## src/design/lsu_pkg.sv

```systemverilog
`default_nettype none

package lsu_pkg;

  localparam int xlen      = 32;
  localparam int rob_tag_w = 4;

  typedef logic [xlen-1:0]      addr_t;
  typedef logic [xlen-1:0]      data_t;
  typedef logic [rob_tag_w-1:0] rob_tag_t;

  // a load waiting in the load station
  typedef struct packed {
    addr_t    addr;
    rob_tag_t tag;
  } load_req_t;

  typedef struct packed {
    addr_t          addr;
    data_t          data;
    logic [xlen/8-1:0] wmask;  // one bit per byte lane
    rob_tag_t       tag;
  } store_req_t;

  typedef struct packed {
    addr_t             addr;
    data_t             wdata;
    logic [xlen/8-1:0] wmask;
    logic              we;  // high for a write, low for a read
  } dmem_req_t;

  typedef struct packed {
    logic     valid;
    rob_tag_t tag;
    data_t    rdata;  // raw word, no byte extraction here
  } load_done_t;

  typedef struct packed {
    logic     valid;
    rob_tag_t tag;
  } store_done_t;

  typedef enum logic [1:0] {
    idle,
    load_wait,
    store_wait
  } arb_state_t;

endpackage

`default_nettype wire

```

## src/design/load_rs.sv

```systemverilog
`timescale 1ns/1ps
`default_nettype none

module load_rs #(
  parameter int depth = 3
) (
  input  wire logic               clk,
  input  wire logic               rst_n,
  input  wire logic               flush,

  input  wire logic               alloc,
  input  wire lsu_pkg::load_req_t alloc_entry,
  output logic                    full,

  output logic                    pending,
  output logic [depth-1:0]        sel_idx,
  output lsu_pkg::load_req_t      sel_entry,

  input  wire logic               pop,
  input  wire logic [depth-1:0]   pop_idx
);

  logic [depth-1:0]   valid;
  lsu_pkg::load_req_t slots [depth];

  logic [depth-1:0]   free_oh;
  logic [depth-1:0]   pop_mask;
  logic               alloc_ok;

  // lowest set bit of valid is the oldest-index choice offered to the arbiter
  assign sel_idx = valid & (~valid + 1'b1);

  // lowest clear bit, zero when every slot is taken
  assign free_oh = ~valid & (valid + 1'b1);

  assign full     = &valid;
  assign pending  = |valid;
  assign alloc_ok = alloc && !full;
  assign pop_mask = {depth{pop}} & pop_idx;

  always_ff @(posedge clk) begin
    if (!rst_n || flush) begin
      valid <= '0;
    end else begin
      valid <= (valid & ~pop_mask) | ({depth{alloc_ok}} & free_oh);
    end
  end

  always_ff @(posedge clk) begin
    for (int i = 0; i < depth; i++) begin
      if (alloc_ok && free_oh[i]) begin
        slots[i] <= alloc_entry;
      end
    end
  end

  // sel_idx is one-hot, so at most one slot matches
  always_comb begin
    sel_entry = '0;
    for (int i = 0; i < depth; i++) begin
      if (sel_idx[i]) begin
        sel_entry = slots[i];
      end
    end
  end

endmodule

`default_nettype wire

```

## src/design/store_rs.sv

```systemverilog
`timescale 1ns/1ps
`default_nettype none

module store_rs #(
  parameter int depth = 4
) (
  input  wire logic                clk,
  input  wire logic                rst_n,
  input  wire logic                flush,

  input  wire logic                alloc,
  input  wire lsu_pkg::store_req_t alloc_entry,
  output logic                     full,

  output logic                     pending,
  output lsu_pkg::store_req_t      head_entry,

  input  wire logic                pop
);

  localparam int ptr_w = (depth > 1) ? $clog2(depth) : 1;
  localparam int cnt_w = $clog2(depth + 1);

  lsu_pkg::store_req_t queue [depth];

  logic [ptr_w-1:0] head;
  logic [ptr_w-1:0] tail;
  logic [cnt_w-1:0] count;
  logic             alloc_ok;
  logic             pop_ok;

  // depth need not be a power of two
  function automatic logic [ptr_w-1:0] wrap_inc(input logic [ptr_w-1:0] p);
    if (p == ptr_w'(depth - 1)) begin
      return '0;
    end
    return p + 1'b1;
  endfunction

  assign full       = (count == cnt_w'(depth));
  assign pending    = (count != '0);
  assign head_entry = queue[head];  // oldest store, program order
  assign alloc_ok   = alloc && !full;
  assign pop_ok     = pop && pending;

  always_ff @(posedge clk) begin
    if (!rst_n || flush) begin
      head  <= '0;
      tail  <= '0;
      count <= '0;
    end else begin
      if (alloc_ok) begin
        tail <= wrap_inc(tail);
      end
      if (pop_ok) begin
        head <= wrap_inc(head);
      end
      count <= count + cnt_w'(alloc_ok) - cnt_w'(pop_ok);
    end
  end

  always_ff @(posedge clk) begin
    if (alloc_ok) begin
      queue[tail] <= alloc_entry;
    end
  end

endmodule

`default_nettype wire

```

## src/design/mem_arbiter_fsm.sv

```systemverilog
`timescale 1ns/1ps
`default_nettype none

module mem_arbiter_fsm #(
  parameter int load_rs_depth = 3
) (
  input  wire logic                     clk,
  input  wire logic                     rst_n,
  input  wire logic                     flush,

  input  wire logic                     load_pending,
  input  wire logic                     store_pending,
  input  wire logic [load_rs_depth-1:0] load_idx,
  input  wire lsu_pkg::load_req_t       load_entry,
  input  wire lsu_pkg::store_req_t      store_entry,

  output logic                          load_pop,
  output logic [load_rs_depth-1:0]      load_pop_idx,
  output logic                          store_pop,

  output logic                          dmem_req_valid,
  output lsu_pkg::dmem_req_t            dmem_req,
  input  wire logic                     dmem_resp,
  input  wire lsu_pkg::data_t           dmem_rdata,

  output lsu_pkg::load_done_t           load_done,
  output lsu_pkg::store_done_t          store_done
);

  lsu_pkg::arb_state_t state;
  lsu_pkg::arb_state_t state_next;

  logic [load_rs_depth-1:0] inflight_idx;
  lsu_pkg::rob_tag_t        inflight_tag;
  logic                     grant_load;
  logic                     grant_store;

  always_ff @(posedge clk) begin
    if (!rst_n || flush) begin
      state <= lsu_pkg::idle;
    end else begin
      state <= state_next;
    end
  end

  // the slot index may shift under a newer lower-index load, so latch it at grant
  always_ff @(posedge clk) begin
    if (grant_load) begin
      inflight_idx <= load_idx;
      inflight_tag <= load_entry.tag;
    end
  end

  always_comb begin
    state_next   = state;
    grant_load   = 1'b0;
    grant_store  = 1'b0;
    load_pop     = 1'b0;
    load_pop_idx = '0;
    store_pop    = 1'b0;
    load_done    = '0;
    store_done   = '0;

    case (state)
      lsu_pkg::idle: begin
        if (!flush && store_pending) begin
          grant_store = 1'b1;  // stores win over loads
        end else if (!flush && load_pending) begin
          grant_load = 1'b1;
        end
      end
      lsu_pkg::load_wait: begin
        if (dmem_resp) begin
          load_pop        = 1'b1;
          load_pop_idx    = inflight_idx;
          load_done.valid = !flush;  // a flushed access is not reported
          load_done.tag   = inflight_tag;
          load_done.rdata = dmem_rdata;
          state_next      = lsu_pkg::idle;
          grant_store     = !flush && store_pending;
        end
      end
      lsu_pkg::store_wait: begin
        if (dmem_resp) begin
          store_pop        = 1'b1;
          // head has not moved while the store was out
          store_done.valid = !flush;
          store_done.tag   = store_entry.tag;
          state_next       = lsu_pkg::idle;
          grant_load       = !flush && load_pending;
        end
      end
      default: begin
        state_next = lsu_pkg::idle;
      end
    endcase

    if (grant_store) begin
      state_next = lsu_pkg::store_wait;
    end else if (grant_load) begin
      state_next = lsu_pkg::load_wait;
    end
  end

  assign dmem_req_valid = grant_store || grant_load;

  always_comb begin
    if (grant_store) begin
      dmem_req.addr  = store_entry.addr;
      dmem_req.wdata = store_entry.data;
      dmem_req.wmask = store_entry.wmask;
      dmem_req.we    = 1'b1;
    end else begin
      dmem_req.addr  = load_entry.addr;  // reads carry no data and no mask
      dmem_req.wdata = '0;
      dmem_req.wmask = '0;
      dmem_req.we    = 1'b0;
    end
  end

endmodule

`default_nettype wire

```

## src/design/load_store_unit.sv

```systemverilog
`timescale 1ns/1ps
`default_nettype none

module load_store_unit #(
  parameter int load_rs_depth  = 3,
  parameter int store_rs_depth = 4
) (
  input  wire logic                clk,
  input  wire logic                rst_n,
  input  wire logic                flush,

  input  wire logic                load_alloc,
  input  wire lsu_pkg::load_req_t  load_alloc_entry,
  output logic                     load_full,

  input  wire logic                store_alloc,
  input  wire lsu_pkg::store_req_t store_alloc_entry,
  output logic                     store_full,

  output logic                     dmem_req_valid,
  output lsu_pkg::dmem_req_t       dmem_req,
  input  wire logic                dmem_resp,
  input  wire lsu_pkg::data_t      dmem_rdata,

  output lsu_pkg::load_done_t      load_done,
  output lsu_pkg::store_done_t     store_done
);

  logic                     load_pending;
  logic [load_rs_depth-1:0] load_idx;
  lsu_pkg::load_req_t       load_entry;
  logic                     load_pop;
  logic [load_rs_depth-1:0] load_pop_idx;

  logic                     store_pending;
  lsu_pkg::store_req_t      store_entry;
  logic                     store_pop;

  load_rs #(
    .depth(load_rs_depth)
  ) u_load_rs (
    .clk        (clk),
    .rst_n      (rst_n),
    .flush      (flush),
    .alloc      (load_alloc),
    .alloc_entry(load_alloc_entry),
    .full       (load_full),
    .pending    (load_pending),
    .sel_idx    (load_idx),
    .sel_entry  (load_entry),
    .pop        (load_pop),
    .pop_idx    (load_pop_idx)
  );

  store_rs #(
    .depth(store_rs_depth)
  ) u_store_rs (
    .clk        (clk),
    .rst_n      (rst_n),
    .flush      (flush),
    .alloc      (store_alloc),
    .alloc_entry(store_alloc_entry),
    .full       (store_full),
    .pending    (store_pending),
    .head_entry (store_entry),
    .pop        (store_pop)
  );

  mem_arbiter_fsm #(
    .load_rs_depth(load_rs_depth)
  ) u_mem_arbiter_fsm (
    .clk           (clk),
    .rst_n         (rst_n),
    .flush         (flush),
    .load_pending  (load_pending),
    .store_pending (store_pending),
    .load_idx      (load_idx),
    .load_entry    (load_entry),
    .store_entry   (store_entry),
    .load_pop      (load_pop),
    .load_pop_idx  (load_pop_idx),
    .store_pop     (store_pop),
    .dmem_req_valid(dmem_req_valid),
    .dmem_req      (dmem_req),
    .dmem_resp     (dmem_resp),
    .dmem_rdata    (dmem_rdata),
    .load_done     (load_done),
    .store_done    (store_done)
  );

endmodule

`default_nettype wire

```

## config.mk

```make
export PLATFORM = sky130hd
export DESIGN_NAME = load_store_unit
export DESIGN_NICKNAME = d
export VERILOG_FILES = /design/src/design/lsu_pkg.sv /design/src/design/load_rs.sv /design/src/design/store_rs.sv /design/src/design/mem_arbiter_fsm.sv /design/src/design/load_store_unit.sv
export SDC_FILE = /design/constraint.sdc
export NUM_CORES = 1
export LEC_CHECK = 0
export BUFFER_PORTS_ARGS = -buffer_cell sky130_fd_sc_hd__buf_2
export CORE_MARGIN = 2
export CORE_UTILIZATION = 40
export DETAILED_ROUTE_END_ITERATION = 16
export GPL_TIMING_DRIVEN = 0
export PLACE_DENSITY_LB_ADDON = 0.25
export SLEW_MARGIN = 10
export SYNTH_ARGS = -nofsm -noshare
export SYNTH_HDL_FRONTEND = slang
export SYNTH_HIERARCHICAL = 1
export SYNTH_SLANG_ARGS = --single-unit
```

## constraint.sdc

```tcl
create_clock -name clk -period 4.8 [get_ports clk]
set_input_delay 0.72 -clock clk [delete_from_list [all_inputs] [get_ports clk]]
set_output_delay 0.72 -clock clk [all_outputs]
set_load 0.005 [all_outputs]
```

==> metrics.txt <==
htree depth=2; num ports=260; Worst Path Required=4.08 ns; post-synth net total=1,039; DRT antenna net count=0; most frequent cells in the layout=edfxtp_1, buf_2, a21oi_1; antenna violations before repair=11; most common cell after layout, fill and taps aside=edfxtp_1; Setup Buffers After CTS=0; WS Path Type=reg2out; Hold/Removal Path Class=in2reg; crit path time final=3.381 ns; crit path launch type=register; Fillers=3,511; DR pass1 iterations=5; core area=41,110 um^2; dominant register cell in the synthesized netlist=edfxtp_1; Die Y=208.7 um; Worst Path Max Fanout=10; hold_ws=0.3609 ns; vias per cell=5.114; Max Fclk=0.2957 GHz; Post-synth EDFFs=403; first-pass GRT wire length=56,300 um; syn avg cell area=18.98 um^2; outcome=finished clean; Reg2Reg Depth=11; Port Buf Inserts=259; top cells by area, synth=edfxtp_1, mux4_2, mux2_4; hold buffer count at CTS=0; worst rel slew slack=44.81%; Pleak=7.483 nW; area leader, netlist=edfxtp_1; Worst-path clk slew=0.06 ns; slew at the pin closest to its max-slew limit=0.8278 ns; Crit path arrival time=2.66 ns; fin. max-slew vios=0; Hold Vio Cnt, Final=0; reg-to-reg endpoint=u_store_rs/count[2]; area of the mapped netlist=16,760 um^2; reg-to-reg setup timing slack=2.45 ns; via count=9,027; clock latency on the worst-skew pair=0.56 ns; Post-synth ARST share=0%; synthesis warning total=6; Detailed Place HPWL=24,600 um; Iter 0 DRT Violations=498; PD cells=389.4 nW/um^2; FF-to-FF Start=u_mem_arbiter_fsm/state[0]; post-layout total power=7.955 mW; Yosys top cell area share=72.20%; gr usage total=17.28%; register area share after synthesis=73.87%; RSZ-0062 raised after global routing=no; P&R area growth vs syn=21.89%; Post-Place Worst Slack=1.738 ns; post-layout instance area=20,430 um^2; Cell Area, Placed=18,940 um^2; Setup Skew=0.006418 ns; vias in the first global route=9,434; CTS tree=built; Hold Path Origin=load_alloc_entry[6]; Synth Instances=883; Die Area=43,560 um^2; final critical-path share of the clock period=70.44%; Max Cap Viol=0; Yosys reg bits=417; CTS Root Cell=clkbuf_16; routability cong.=0.7057; buffer depth of the longest clock path=3; Hold Path End=u_load_rs/slots[0][6]; layout cell share with drive strength beyond 1=39.53%; fin nets=1,352; post_cts resized=0; clk sink count=417; CTS Buf Count=45; worst hold stages=1; Die Wd=208.7 um; TNS Setup=0 ns; Initial Util=40.77%; WL per Instance=21.46 um; GRT overflow=0; Setup Viol. Count Final=0; largest net degree at the start of global routing=47; worst setup margin=1.419 ns; Setup crit end kind=primary output; # DRC=0; Rows=74; Yosys cell types=45; maximum VDD drop=0.3561 mV; Routed WL=37,880 um
==> where the power goes <==
group	internal, mW	switching (mW)	leakage, nW
registers	4.10	0.0214	3.82
logic	0.189	0.207	2.93
clock network	2.08	1.37	0.728
total	6.36	1.59	7.48
==> worst max-delay path, cell delays in order, from the launching register on <==
cell and delay (ns):
dfxtp_1 0.30, clkbuf_2 0.30, buf_1 0.67, mux4_2 0.43, mux2_4 0.27, buf_2 0.12
==> layout make-up <==
cell class	instances	area (um^2)	area share (%)
sequential	417	12380	60.61
multi-input combinational	399	4025	19.70
clock buffer	53	1219	5.965
timing repair buffer	266	1481	7.251
inverter	9	33.78	0.1654
clock inverter	30	270.3	1.323
buffer	58	350.3	1.715
tap	532	665.6	3.258
antenna	1	2.502	0.01225
==> worst max path at each step <==
stage,startpoint,to,slack (ns)
final,register,dmem_req[59],1.42
after floorplan,load_alloc,u_load_rs/slots[0][0],2.03
after global placement,load_alloc,u_load_rs/slots[0][12],0.50
after CTS,register,dmem_req[59],1.30
after global routing,register,dmem_req[58],1.23
after detailed placement,dmem_resp,dmem_req_valid,1.74
==> cell families (layout without fill, tap and decap cells) <==
family                     Yosys count  in the layout  share of synthesized area (%)
adders and majority gates           10             10                         0.7913
buffers and inverters               67            416                          2.292
muxes                              105            105                          12.60
AOI/OAI and AO/OA                   91             91                          2.986
xor gates and xnor gates             1              1                        0.05226
and+or+nand+nor                    192            192                          7.405
DFF                                417            417                          73.87
other                                0              1                              0
==> flip-flops by register name, summed over array words and instances (netlist names), named ones only <==
signal / cells
u_load_rs/slots: 108
u_mem_arbiter_fsm/state: 2
u_store_rs/count: 3
u_store_rs/tail: 2
u_mem_arbiter_fsm/inflight_idx: 3
u_store_rs/queue: 288
u_store_rs/head: 2
u_load_rs/valid: 3
u_mem_arbiter_fsm/inflight_tag: 4
==> metal layers <==
| layer | up-vias | global-route usage, % | share of wire (%) |
|---|---|---|---|
| li1 | 4150 | - | - |
| met1 | 4521 | 21.55 | 41 |
| met2 | 269 | 29.47 | 50 |
| met3 | 71 | 4.644 | 6.7 |
| met4 | 16 | 5.394 | 2.0 |
| met5 | - | 0 | 0.26 |
==> cells in the mapped netlist (all sizes together) (2+ instances only) <==
cell type / n
edfxtp: 403
a21oi: 76
mux4: 72
and3: 49
buf: 45
and2: 43
nor2b: 41
nand3b: 36
mux2: 32
dfxtp: 14
clkbuf: 13
ha: 9
inv: 9
nor2: 6
nand2: 3
nand4: 3
o21ai: 3
o31ai: 3
or3: 3
a311oi: 2
nand2b: 2
o21a: 2
==> per-stage QoR <==
| stage | cells | utilization (%) |
|---|---|---|
| after global routing | 1765 | 49.70 |
| after global placement | 1674 | 45.54 |
| after detailed placement | 1681 | 46.07 |
| final | 1765 | 49.70 |
| after floorplan | 883 | - |
| after CTS | 1764 | 49.69 |
No activity file was read; power rests on OpenSTA's default activity.
